`config.mk`:
```
export PLATFORM = sky130hd
export DESIGN_NAME = core
export DESIGN_NICKNAME = d
export VERILOG_FILES = /design/src/hdl/core_pkg.sv /design/src/hdl/pipe_if.sv /design/src/hdl/stage_fetch.sv /design/src/hdl/stage_decode.sv /design/src/hdl/stage_execute.sv /design/src/hdl/stage_memory.sv /design/src/hdl/hazard_unit.sv /design/src/hdl/core.sv
export SDC_FILE = /design/constraint.sdc
export NUM_CORES = 2
export LEC_CHECK = 0
export BUFFER_PORTS_ARGS = -buffer_cell sky130_fd_sc_hd__buf_4
export CAP_MARGIN = 40
export CORE_ASPECT_RATIO = 1.25
export CORE_MARGIN = 2
export CORE_UTILIZATION = 65
export CTS_BUF_LIST = sky130_fd_sc_hd__clkbuf_8
export DETAILED_ROUTE_END_ITERATION = 12
export MAX_ROUTING_LAYER = met4
export PLACE_DENSITY_LB_ADDON = 0.12
export SYNTH_ARGS = -nofsm -noshare
export SYNTH_HDL_FRONTEND = slang
export SYNTH_SLANG_ARGS = --single-unit
```
`constraint.sdc`:
```
create_clock -name clk -period 6.85 [get_ports clk]
set_clock_uncertainty 0.1 [all_clocks]
set_input_delay 1.37 -clock clk [delete_from_list [all_inputs] [get_ports clk]]
set_output_delay 1.37 -clock clk [all_outputs]
set_load 0.1 [all_outputs]
```
`src/hdl/core_pkg.sv`:
```
package core_pkg;

    // ============================================================
    // Widths
    // ============================================================

    localparam int xlen        = 32;
    localparam int reg_count   = 32;
    localparam int instr_bytes = 4;           // PC step per instruction.

    localparam logic [xlen-1:0] reset_pc = '0;

    typedef logic [$clog2(reg_count)-1:0] reg_addr_t;

    // ============================================================
    // Instruction encodings
    // ============================================================

    typedef enum logic [5:0] {
        OP_RTYPE = 6'h00,
        OP_BEQ   = 6'h04,
        OP_ADDI  = 6'h08,
        OP_LW    = 6'h23,
        OP_SW    = 6'h2b
    } opcode_e;

    typedef enum logic [5:0] {
        FN_ADD = 6'h20,
        FN_SUB = 6'h22,
        FN_AND = 6'h24,
        FN_OR  = 6'h25,
        FN_SLT = 6'h2a
    } funct_e;

    typedef enum logic [2:0] {
        ALU_ADD,
        ALU_SUB,
        ALU_AND,
        ALU_OR,
        ALU_SLT
    } alu_op_e;

    typedef enum logic [1:0] {
        FWD_NONE,
        FWD_MEM,                              // From the execute/memory register.
        FWD_WB                                // From the write-back register.
    } fwd_sel_e;

    // ============================================================
    // Stage registers
    // ============================================================

    typedef struct packed {
        logic            valid;
        logic [xlen-1:0] pc;
        logic [xlen-1:0] a;
        logic [xlen-1:0] b;
        logic [xlen-1:0] imm;                 // Sign extended.
        reg_addr_t       rs;
        reg_addr_t       rt;
        reg_addr_t       dest;
        alu_op_e         alu_op;
        logic            write_reg;
        logic            mem_read;
        logic            mem_write;
        logic            use_imm;
        logic            branch;
    } id_ex_t;

    typedef struct packed {
        logic            valid;
        logic [xlen-1:0] result;
        logic [xlen-1:0] store_data;
        reg_addr_t       dest;
        logic            write_reg;
        logic            mem_read;
        logic            mem_write;
    } ex_mem_t;

    typedef struct packed {
        logic            valid;
        reg_addr_t       dest;
        logic            write_reg;
        logic [xlen-1:0] result;
    } mem_wb_t;

endpackage

```
`src/hdl/pipe_if.sv`:
```
interface pipe_if #(
    parameter type bits_t = logic
);

    bits_t bits;                              // Stage register contents.
    logic  stall;                             // Hold the register.
    logic  flush;                             // Load a bubble.

    // The stage that owns the register.
    modport producer (
        output bits,
        input  stall,
        input  flush
    );

    // Downstream readers. The hazard unit attaches here and
    // is the only one that drives stall and flush.
    modport consumer (
        input  bits,
        output stall,
        output flush
    );

endinterface

```
`src/hdl/stage_fetch.sv`:
```
module stage_fetch
    import core_pkg::*;
(
    input  logic            clk,
    input  logic            arst_n,
    input  logic            stall,
    input  logic            load,
    input  logic [xlen-1:0] pc_in,
    output logic [xlen-1:0] imem_addr,
    input  logic [xlen-1:0] imem_data,
    output logic [xlen-1:0] instruction,
    output logic [xlen-1:0] pc,
    input  logic            flush
);

    logic [xlen-1:0] pc_reg;

    assign imem_addr = pc_reg;

    always_ff @(posedge clk or negedge arst_n) begin
        if (!arst_n) begin
            pc_reg      <= reset_pc;
            instruction <= '0;                // Decodes as a no-op.
            pc          <= '0;
        end else if (!stall) begin
            if (load) begin
                pc_reg <= pc_in;              // Taken branch.
            end else begin
                pc_reg <= pc_reg + xlen'(instr_bytes);
            end
            instruction <= flush ? '0 : imem_data;
            pc          <= pc_reg;
        end
    end

endmodule

```
`src/hdl/stage_decode.sv`:
```
module stage_decode
    import core_pkg::*;
(
    input  logic            clk,
    input  logic            arst_n,
    input  logic [xlen-1:0] instruction,
    input  logic [xlen-1:0] pc,
    input  logic            wb_we,
    input  reg_addr_t       wb_dest,
    input  logic [xlen-1:0] wb_data,
    output reg_addr_t       rs,
    output reg_addr_t       rt,
    output logic            uses_rt,
    pipe_if.producer        ex
);

    logic [xlen-1:0] regs [reg_count];
    opcode_e         opcode;
    funct_e          funct;
    reg_addr_t       rd;
    id_ex_t          id_next;

    assign opcode = opcode_e'(instruction[31:26]);
    assign funct  = funct_e'(instruction[5:0]);
    assign rs     = instruction[25:21];
    assign rt     = instruction[20:16];
    assign rd     = instruction[15:11];

    // Register 0 reads as zero; a write in the same cycle passes through.
    function automatic logic [xlen-1:0] read_reg(reg_addr_t idx);
        if (idx == '0) begin
            return '0;
        end
        if (wb_we && wb_dest == idx) begin
            return wb_data;
        end
        return regs[idx];
    endfunction

    always_ff @(posedge clk) begin
        if (wb_we && wb_dest != '0) begin
            regs[wb_dest] <= wb_data;
        end
    end

    // ============================================================
    // Decoder
    // ============================================================

    always_comb begin
        id_next        = '0;
        id_next.valid  = 1'b1;
        id_next.pc     = pc;
        id_next.a      = read_reg(rs);
        id_next.b      = read_reg(rt);
        id_next.imm    = {{(xlen-16){instruction[15]}}, instruction[15:0]};
        id_next.rs     = rs;
        id_next.rt     = rt;
        id_next.dest   = rt;
        id_next.alu_op = ALU_ADD;
        uses_rt        = 1'b0;
        case (opcode)
            OP_RTYPE: begin
                id_next.dest      = rd;
                id_next.write_reg = 1'b1;
                uses_rt           = 1'b1;
                case (funct)
                    FN_ADD:  id_next.alu_op = ALU_ADD;
                    FN_SUB:  id_next.alu_op = ALU_SUB;
                    FN_AND:  id_next.alu_op = ALU_AND;
                    FN_OR:   id_next.alu_op = ALU_OR;
                    FN_SLT:  id_next.alu_op = ALU_SLT;
                    default: id_next.write_reg = 1'b0;   // No-op.
                endcase
            end
            OP_ADDI: begin
                id_next.use_imm   = 1'b1;
                id_next.write_reg = 1'b1;
            end
            OP_LW: begin
                id_next.use_imm   = 1'b1;
                id_next.mem_read  = 1'b1;
                id_next.write_reg = 1'b1;
            end
            OP_SW: begin
                id_next.use_imm   = 1'b1;
                id_next.mem_write = 1'b1;
                uses_rt           = 1'b1;             // Store data.
            end
            OP_BEQ: begin
                id_next.branch = 1'b1;
                uses_rt        = 1'b1;
            end
            default: ;
        endcase
    end

    always_ff @(posedge clk or negedge arst_n) begin
        if (!arst_n) begin
            ex.bits <= '0;
        end else if (!ex.stall) begin
            ex.bits <= ex.flush ? '0 : id_next;
        end
    end

endmodule

```
`src/hdl/stage_execute.sv`:
```
module stage_execute
    import core_pkg::*;
(
    input  logic            clk,
    input  logic            arst_n,
    pipe_if.consumer        ex,
    pipe_if.producer        mem,
    input  fwd_sel_e        fwd_a,
    input  fwd_sel_e        fwd_b,
    input  logic [xlen-1:0] mem_result,
    input  logic [xlen-1:0] wb_result,
    output logic            branch_taken,
    output logic [xlen-1:0] branch_target
);

    logic [xlen-1:0] op_a;
    logic [xlen-1:0] rt_val;
    logic [xlen-1:0] op_b;
    logic [xlen-1:0] alu_out;

    function automatic logic [xlen-1:0] fwd_mux(fwd_sel_e sel, logic [xlen-1:0] reg_val,
                                                logic [xlen-1:0] from_mem,
                                                logic [xlen-1:0] from_wb);
        case (sel)
            FWD_MEM: return from_mem;
            FWD_WB:  return from_wb;
            default: return reg_val;
        endcase
    endfunction

    assign op_a   = fwd_mux(fwd_a, ex.bits.a, mem_result, wb_result);
    assign rt_val = fwd_mux(fwd_b, ex.bits.b, mem_result, wb_result);
    assign op_b   = ex.bits.use_imm ? ex.bits.imm : rt_val;

    always_comb begin
        case (ex.bits.alu_op)
            ALU_SUB: alu_out = op_a - op_b;
            ALU_AND: alu_out = op_a & op_b;
            ALU_OR:  alu_out = op_a | op_b;
            ALU_SLT: alu_out = {{(xlen-1){1'b0}}, $signed(op_a) < $signed(op_b)};
            default: alu_out = op_a + op_b;
        endcase
    end

    // BEQ compares the forwarded register values, not the ALU result.
    assign branch_taken  = ex.bits.valid & ex.bits.branch & (op_a == rt_val);
    assign branch_target = ex.bits.pc + xlen'(instr_bytes) + {ex.bits.imm[xlen-3:0], 2'b00};

    always_ff @(posedge clk or negedge arst_n) begin
        if (!arst_n) begin
            mem.bits <= '0;
        end else if (!mem.stall) begin
            if (mem.flush) begin
                mem.bits <= '0;
            end else begin
                mem.bits.valid      <= ex.bits.valid;
                mem.bits.result     <= alu_out;
                mem.bits.store_data <= rt_val;
                mem.bits.dest       <= ex.bits.dest;
                mem.bits.write_reg  <= ex.bits.write_reg;
                mem.bits.mem_read   <= ex.bits.mem_read;
                mem.bits.mem_write  <= ex.bits.mem_write;
            end
        end
    end

endmodule

```
`src/hdl/stage_memory.sv`:
```
module stage_memory
    import core_pkg::*;
(
    input  logic            clk,
    input  logic            arst_n,
    pipe_if.consumer        mem,
    input  logic            stall,
    output logic [xlen-1:0] dmem_addr,
    output logic [xlen-1:0] dmem_wdata,
    output logic            dmem_we,
    output logic            dmem_re,
    input  logic [xlen-1:0] dmem_rdata,
    output logic            wb_we,
    output reg_addr_t       wb_dest,
    output logic [xlen-1:0] wb_data,
    output logic [xlen-1:0] mem_result
);

    mem_wb_t wb;

    // Straight from the stage register, so they hold with it.
    assign dmem_addr  = mem.bits.result;
    assign dmem_wdata = mem.bits.store_data;
    assign dmem_we    = mem.bits.valid & mem.bits.mem_write;
    assign dmem_re    = mem.bits.valid & mem.bits.mem_read;
    assign mem_result = mem.bits.result;

    always_ff @(posedge clk or negedge arst_n) begin
        if (!arst_n) begin
            wb <= '0;
        end else if (!stall) begin
            wb.valid     <= mem.bits.valid;
            wb.dest      <= mem.bits.dest;
            wb.write_reg <= mem.bits.write_reg;
            wb.result    <= mem.bits.mem_read ? dmem_rdata : mem.bits.result;
        end
    end

    assign wb_we   = wb.valid & wb.write_reg;
    assign wb_dest = wb.dest;
    assign wb_data = wb.result;

endmodule

```
`src/hdl/hazard_unit.sv`:
```
module hazard_unit
    import core_pkg::*;
(
    input  reg_addr_t rs,
    input  reg_addr_t rt,
    input  logic      uses_rt,
    pipe_if.consumer  ex,
    pipe_if.consumer  mem,
    input  logic      wb_we,
    input  reg_addr_t wb_dest,
    input  logic      dmem_stall,
    input  logic      branch_taken,
    output logic      fetch_stall,
    output logic      fetch_flush,
    output fwd_sel_e  fwd_a,
    output fwd_sel_e  fwd_b
);

    logic      mem_fwd;
    logic      wb_fwd;
    reg_addr_t mem_dest;
    logic      load_use;

    // A load in memory never forwards. The load-use stall keeps it apart.
    assign mem_fwd  = mem.bits.valid & mem.bits.write_reg & ~mem.bits.mem_read
                    & (mem.bits.dest != '0);
    assign mem_dest = mem.bits.dest;
    assign wb_fwd   = wb_we & (wb_dest != '0);

    // Nearest producer wins.
    function automatic fwd_sel_e pick(reg_addr_t src);
        if (mem_fwd && mem_dest == src) begin
            return FWD_MEM;
        end
        if (wb_fwd && wb_dest == src) begin
            return FWD_WB;
        end
        return FWD_NONE;
    endfunction

    always_comb begin
        fwd_a = pick(ex.bits.rs);
        fwd_b = pick(ex.bits.rt);
    end

    assign load_use = ex.bits.valid & ex.bits.mem_read & (ex.bits.dest != '0)
                    & ((ex.bits.dest == rs) | (uses_rt & (ex.bits.dest == rt)));

    // Data memory hold freezes everything and masks any flush.
    assign fetch_stall = dmem_stall | load_use;
    assign fetch_flush = branch_taken & ~dmem_stall;
    assign ex.stall    = dmem_stall;
    assign ex.flush    = (branch_taken | load_use) & ~dmem_stall;
    assign mem.stall   = dmem_stall;
    assign mem.flush   = 1'b0;                // Nothing past execute is squashed.

endmodule

```
`src/hdl/core.sv`:
```
module core
    import core_pkg::*;
(
    input  logic            clk,
    input  logic            arst_n,
    output logic [xlen-1:0] imem_addr,
    input  logic [xlen-1:0] imem_data,
    output logic [xlen-1:0] dmem_addr,
    output logic [xlen-1:0] dmem_wdata,
    output logic            dmem_we,
    output logic            dmem_re,
    input  logic [xlen-1:0] dmem_rdata,
    input  logic            dmem_stall
);

    pipe_if #(.bits_t(id_ex_t))  ex_if ();
    pipe_if #(.bits_t(ex_mem_t)) mem_if ();

    logic [xlen-1:0] fd_instruction;
    logic [xlen-1:0] fd_pc;
    logic            fetch_stall;
    logic            fetch_flush;
    logic            branch_taken;
    logic [xlen-1:0] branch_target;
    reg_addr_t       rs;
    reg_addr_t       rt;
    logic            uses_rt;
    fwd_sel_e        fwd_a;
    fwd_sel_e        fwd_b;
    logic            wb_we;
    reg_addr_t       wb_dest;
    logic [xlen-1:0] wb_data;
    logic [xlen-1:0] mem_result;

    stage_fetch u_fetch (
        .clk(clk), .arst_n(arst_n),
        .stall(fetch_stall), .load(branch_taken), .pc_in(branch_target),
        .imem_addr(imem_addr), .imem_data(imem_data),
        .instruction(fd_instruction), .pc(fd_pc), .flush(fetch_flush));

    stage_decode u_decode (
        .clk(clk), .arst_n(arst_n),
        .instruction(fd_instruction), .pc(fd_pc),
        .wb_we(wb_we), .wb_dest(wb_dest), .wb_data(wb_data),
        .rs(rs), .rt(rt), .uses_rt(uses_rt), .ex(ex_if.producer));

    stage_execute u_execute (
        .clk(clk), .arst_n(arst_n),
        .ex(ex_if.consumer), .mem(mem_if.producer),
        .fwd_a(fwd_a), .fwd_b(fwd_b),
        .mem_result(mem_result), .wb_result(wb_data),
        .branch_taken(branch_taken), .branch_target(branch_target));

    stage_memory u_memory (
        .clk(clk), .arst_n(arst_n),
        .mem(mem_if.consumer), .stall(mem_if.stall),
        .dmem_addr(dmem_addr), .dmem_wdata(dmem_wdata),
        .dmem_we(dmem_we), .dmem_re(dmem_re), .dmem_rdata(dmem_rdata),
        .wb_we(wb_we), .wb_dest(wb_dest), .wb_data(wb_data),
        .mem_result(mem_result));

    hazard_unit u_hazard (
        .rs(rs), .rt(rt), .uses_rt(uses_rt),
        .ex(ex_if.consumer), .mem(mem_if.consumer),
        .wb_we(wb_we), .wb_dest(wb_dest),
        .dmem_stall(dmem_stall), .branch_taken(branch_taken),
        .fetch_stall(fetch_stall), .fetch_flush(fetch_flush),
        .fwd_a(fwd_a), .fwd_b(fwd_b));

endmodule

```
After elaboration in Yosys (flattened, before gate mapping)

Memories as Yosys holds them, arrays and structs flattened.
Cells that the tools add are included.

Bits in registers: 360
Bits in latches: 0
Bits in writable memories: 1024
Bits in read-only memories: 0
Bits of input ports: 67
Memories kept: 1

Memories:

| memory        | words | bits a word | rd ports | clocked after Yosys merged registers in | write ports | line               | source |
|---|---|---|---|---|---|---|---|
| u_decode.regs | 32    | 32          | 2        | 0                                       | 1           | stage_decode.sv:17 | `logic [xlen-1:0] regs [reg_count];` |

Add/subtract/negate cells: 5
$mul: 0
Div/mod/pow operators: 0
$lt $le $gt $ge: 1
Eq/ne operators: 26
Shift-type cells: 0
Mux-type cells: 47
Bitwise gates (word level): 22
Reductions and logical operators: 17

Operators by type and width:

| kind                    | number |
|---|---|
| $mux W32                | 12 |
| $mux W152               | 1 |
| $pmux W32 S2            | 2 |
| $pmux W32 S4            | 1 |
| $add A32 B3 Y32 const B | 2 |
| $add A32 B32 Y32        | 2 |
| $eq A6 B6 Y1 const B    | 7 |
| $eq A5 B5 Y1            | 8 |
| $and A32 B32 Y32        | 1 |
| $eq A32 B32 Y1          | 1 |
| $lt A32 B32 Y1          | 1 |
| $or A32 B32 Y32         | 1 |
| $sub A32 B32 Y32        | 1 |
| $mux W1                 | 20 |
| $mux W2                 | 8 |
| $and A1 B1 Y1           | 15 |
| $reduce_bool A5 Y1      | 3 |
| $pmux W3 S4             | 1 |
| $logic_not A5 Y1        | 2 |
| $mux W8                 | 1 |
| $logic_and A1 B1 Y1     | 7 |
| $eq A3 B2 Y1 const B    | 2 |
| $eq A6 B3 Y1 const B    | 1 |
| $eq A6 B4 Y1 const B    | 1 |
| other kinds (11)        | 17 |

Depth between registers and ports, before layout

Depth after elaboration: 15
Depth in mapped cells: 23
Depth with buffers taken out: 20

Worst setup path after synthesis

No wires, ideal clock.

Path type: reg-to-reg
Start: reg, netlist name u_execute.mem.bits[4]
End: reg, netlist name u_execute.mem.bits[69]
Data arrival time: 5.482 ns
Slack: 1.127 ns
Cell stages (with the launch flop): 22
Path buffers: 4
Cell sequence: dfrtp_1 or4_1 o2111ai_2 or3_1 clkbuf_1 buf_2 buf_1 a21oi_1 mux2_2 ha_1 clkbuf_1 and2_1 or4_1 a21oi_1 o31ai_1 a2111oi_0 nor3_1 a211oi_1 o31ai_1 nor4_1 a2111o_1 a32oi_1

Longest elaborated chain between the ends: 10
Elaborated cells between the ends (all ways): 22

Ends and longest elaborated chain:

| element                                      | line                | source |
|---|---|---|
| $reduce_bool A5 Y1                           | hazard_unit.sv:26   | `& (mem.bits.dest != '0);` |
| $and A1 B1 Y1                                | hazard_unit.sv:26   |  |
| $logic_and A1 B1 Y1                          | hazard_unit.sv:32   | `if (mem_fwd && mem_dest == src) begin` |
| $mux W1                                      | hazard_unit.sv:32   |  |
| $mux W2                                      | hazard_unit.sv:35   | `if (wb_fwd && wb_dest == src) begin` |
| $eq A2 B2 Y1 or $eq A2 B1 Y1 (tied branches) | stage_execute.sv:24 | `case (sel)` |
| $pmux W32 S2                                 | stage_execute.sv:24 |  |
| $mux W32                                     | stage_execute.sv:33 | `assign op_b = ex.bits.use_imm ? ex.bits.imm : rt_val;` |
| $add A32 B32 Y32 (tied with other cells)     | stage_execute.sv:41 | `default: alu_out = op_a + op_b;` |
| $pmux W32 S4 *                               | stage_execute.sv:36 | `case (ex.bits.alu_op)` |

Mark *: on every way between the ends. The rest lies on a longest branch, timed or not.
A chain may end at the register's enable or synchronous reset.

Worst setup path in the final report

Start: reg u_memory.wb (netlist bit u_memory.wb_dest[3])
End: reg, netlist name u_execute.mem.bits[69]

Longest elaborated chain between the ends: 12
Elaborated cells between the ends (all ways): 28

Ends and longest elaborated chain:

| element                                      | line                | source |
|---|---|---|
| from (decl)                                  | stage_memory.sv:19  | `mem_wb_t wb;` |
| $reduce_bool A5 Y1                           | hazard_unit.sv:28   | `assign wb_fwd = wb_we & (wb_dest != '0);` |
| $and A1 B1 Y1                                | hazard_unit.sv:28   |  |
| $logic_and A1 B1 Y1                          | hazard_unit.sv:35   |  |
| $mux W1 (2 in a row)                         | hazard_unit.sv:35   |  |
| $mux W2                                      | hazard_unit.sv:38   | `return FWD_NONE;` |
| $mux W2                                      | hazard_unit.sv:35   |  |
| $eq A2 B2 Y1 or $eq A2 B1 Y1 (tied branches) | stage_execute.sv:24 |  |
| $pmux W32 S2                                 | stage_execute.sv:24 |  |
| $mux W32                                     | stage_execute.sv:33 |  |
| $add A32 B32 Y32 (tied with other cells)     | stage_execute.sv:41 |  |
| $pmux W32 S4 *                               | stage_execute.sv:36 |  |

Mark *: on every way between the ends. The rest lies on a longest branch, timed or not. The select of a mux whose other input is x is not followed.

==> results.yml <==
status:
  outcome: "complete, no violations"
clock_network:
  ctsHtreeMaxLevel: 4
  cts_sinks: 1368
  post_cts_resized: 0
  cts_setup_buffers: 0
  clk_path_buf_depth: 3
  cts_hold_buf: 0
  clk_pin_slew_worst_paths_ns: 0.07
  clock_latency_ns: 0.97
  numCtsBuffers: 205
  cts_root_buffer: "clkbuf_8"
  cts_tree: "built"
global_routing:
  antenna_found_initial: 4
  grtUsageMet1_pct: 52.05
  use_met3_pct: 7.724
  grt_start_max_net_pins: 182
  grt_pass1_vias: 50730
  top_usage_layer: "met2"
  grt-ovfl-total: 0
  track_usage_pct: 40.80
  grt_pass1_wl_mm: 328.3
  met2_usage_pct: 62.55
synth:
  synth_cell_type_count: 87
  synth-seq-cells: 1368
  synth_area_sq_mm: 0.07253
  synth_enable_flop_cells: 1024
  avgSynthCellArea_sq_um: 13.14
  ys_async_sr_fraction_pct: 25.15
  seq_area_frac_synth_pct: 54.26
  synth_flop_cell: "edfxtp_1"
  syn_inst: 5518
  ys_warn_count: 0
timing:
  rsz0062_at_grt: "false"
  worst_pin_slew_ns: 0.9505
  setup_ws_ns: 0.4125
  period_needed_ns: 6.438
  fin_crit_sh_pct: 93.98
  hold_viol_final: 0
  setup_tns_ns: 0
  setup_violations: 0
  drv_slew: 0
  max_slew_margin_pct: 36.64
  max_freq_mhz: 155.3
setup_path:
  cp_slowest_cell: "or3_1"
  cp-end-kind: "register"
  crit_end: "u_execute.mem.bits[69]$_DFFE_PN0N_"
  rrSetupSlack_ns: 0.41
  crit_family: "compound AO/OA/AOI/OAI gates"
  cp_cell_sequence: "or3_1, o311a_4, and3_1, nor2_1, nand2_1, o21a_1, ha_1, inv_1, o21bai_1, a21oi_1, o31ai_1, a2111oi_0, buf_4, nor3_1, a211oi_1, o31ai_1, nor4_1, a2111o_1, a32oi_1"
  worstPathMaxFanout: 62
  cp_num_buf_inv: 2
  cpMostUsedCell: "o31ai_1"
  start_kind: "register"
  r2r-start: "u_memory.wb_dest[3]$_DFFE_PN0N_"
  critical_path.max_stage_delay_ns: 0.69
  arrival_ns: 7.19
  startpoint: "u_memory.wb_dest[3]$_DFFE_PN0N_"
  r2r-end: "u_execute.mem.bits[69]$_DFFE_PN0N_"
  worst-path-stages: 19
  crit_type: "register to register"
  required_ns: 7.60
  ff2ff_path_depth: 19
pwr:
  totalPowerFinal_uw: 25050
  ir_drop_uv: 480.4
  leakage_uw: 0.02948
  power_density_mw_per_mm2: 313.9
hold_path:
  min_path_type: "input port to async pin"
final_layout:
  syn_to_final_growth_pct: 10.02
  reg_top3: "u_decode.regs: 1024 flops, u_decode.ex.bits: 136 flops, u_execute.mem.bits: 73 flops"
  largest_register: "u_decode.regs"
  fin_util_pct: 71.84
  largest_reg_flops: 1024
  drive_above_1_share_pct: 21.48
  finalNetCount: 5854
  final_cell_area_sq_mm: 0.07980
floorplanning:
  die_w_um: 302.8
  core-area_sq_mm: 0.1111
  initial_core_util_pct: 65.30
  die_h_um: 377.5
  ioPinCount: 165
  die_area_sq_mm: 0.1143
  placementRows: 137
place:
  hpwl_mm: 140.6
  io_buffers: 164
  placedInstanceArea_sq_mm: 0.07580
  gp_congestion: 0.9790
  pre_cts_slack_ns: 0.5704
detailed_routing:
  routed_via_density: 7.139
  antenna_violating_nets_post_route: 0
  vias: 51850
  drt_iter0_markers: 6579
  dr.pass1.iters: 8
  drc_errors: 0
  wire_per_inst_um: 31.03
  finalWirelength_mm: 225.4
job:
  cap_violations: 0
## where the power goes
part           switching [uW]  internal [uW]  total [uW]
clock network            3290           3310        6600
registers                 712          10000       10700
logic                    5220           2490        7710
total                    9230          15800       25000
## Yosys cell counts (all sizes together), types with 53 or more instances
library cell / number / area [sq um]
nor2: 264 / 991.0
nand2: 525 / 1973
a21oi: 285 / 1426
a31oi: 78 / 488.0
edfxtp: 1024 / 30750
ha: 154 / 1927
o221ai: 53 / 464.2
nand3: 112 / 560.5
a221oi: 66 / 578.1
o22ai: 65 / 406.6
dfrtp: 344 / 8608
inv: 158 / 593.1
mux2i: 276 / 2763
mux4: 466 / 10500
o21ai: 328 / 1642
nor3: 86 / 430.4
buf: 209 / 1099
xnor2: 61 / 534.3
clkbuf: 258 / 968.4
## layout make-up
type | instances | area (sq um)
clock inverters | 156 | 942.2
multi-input cells | 3554 | 30990
inverters | 160 | 605.6
well taps | 1459 | 1826
repair buffers | 341 | 2988
fillers | 7339 | 31270
flip-flops and latches | 1368 | 39380
diodes | 3 | 7.507
clock buffers | 222 | 3055
## through the flow
stage	std cells	hold slack [ns]
after floorplan	5549	0.3398
after global placement	6864	0.3563
after detailed placement	6882	0.3643
after CTS	7260	0.2496
after global routing	7263	0.2917
final	7263	0.2562
## placed cells by master (no fill, tap or decap), drive strengths merged, types with 49 or more instances in the layout
master,instances
o221ai,53
dfrtp,344
edfxtp,1024
o22ai,65
clkinv,72
a21oi,285
inv,228
ha,154
nand3,112
nor3,86
o21ai,328
a31oi,78
buf,341
a22o,52
a21boi,49
a221oi,66
nand2,525
mux2i,276
nor2,264
mux2,51
xnor2,61
mux4,466
clkbuf,222
## layer usage
metal | up-vias | share of wire [%]
li1 | 21720 | -
met1 | 25930 | 36
met2 | 3436 | 47
met3 | 764 | 11
met4 | 0 | 6.1
met5 | - | 0
## worst reg2reg max path, delay by kind of cell, from the launching register on
family	cells	cell delay [ns]
fa+ha+maj	1	0.34
flops	1	0.54
compound gates	10	3.44
buf+inv	2	0.31
simple gates	6	1.61
## logic make-up (layout without fill, tap and decap cells)
logic type	after synthesis	after routing	synth area share, %
DFF	1368	1368	54.26
buffers and inverters	627	879	3.678
other	1	35	0.005170
AOI/OAI and AO/OA	1288	1288	11.78
adders and majority gates	158	158	2.753
xor gates and xnor gates	89	89	1.075
muxes	793	793	19.07
and+or+nand+nor	1194	1194	7.376
## worst min-delay path by stage
stage	startpoint	to	slack (ns)	cells after the start
CTS	arst_n	u_execute.mem.bits[58]$_DFFE_PN0N_	0.25	1
detailed placement	u_decode.ex.bits[105]$_DFFE_PN0N_	u_decode.ex.bits[105]$_DFFE_PN0N_	0.36	2
global route	arst_n	u_execute.mem.bits[58]$_DFFE_PN0N_	0.29	1
floorplan	u_fetch.instruction[10]$_DFFE_PN0N_	u_fetch.instruction[10]$_DFFE_PN0N_	0.34	2
global placement	u_fetch.instruction[7]$_DFFE_PN0N_	u_fetch.instruction[7]$_DFFE_PN0N_	0.36	2
finish	arst_n	u_execute.mem.bits[58]$_DFFE_PN0N_	0.26	1
(Power assumes the default switching activity.)
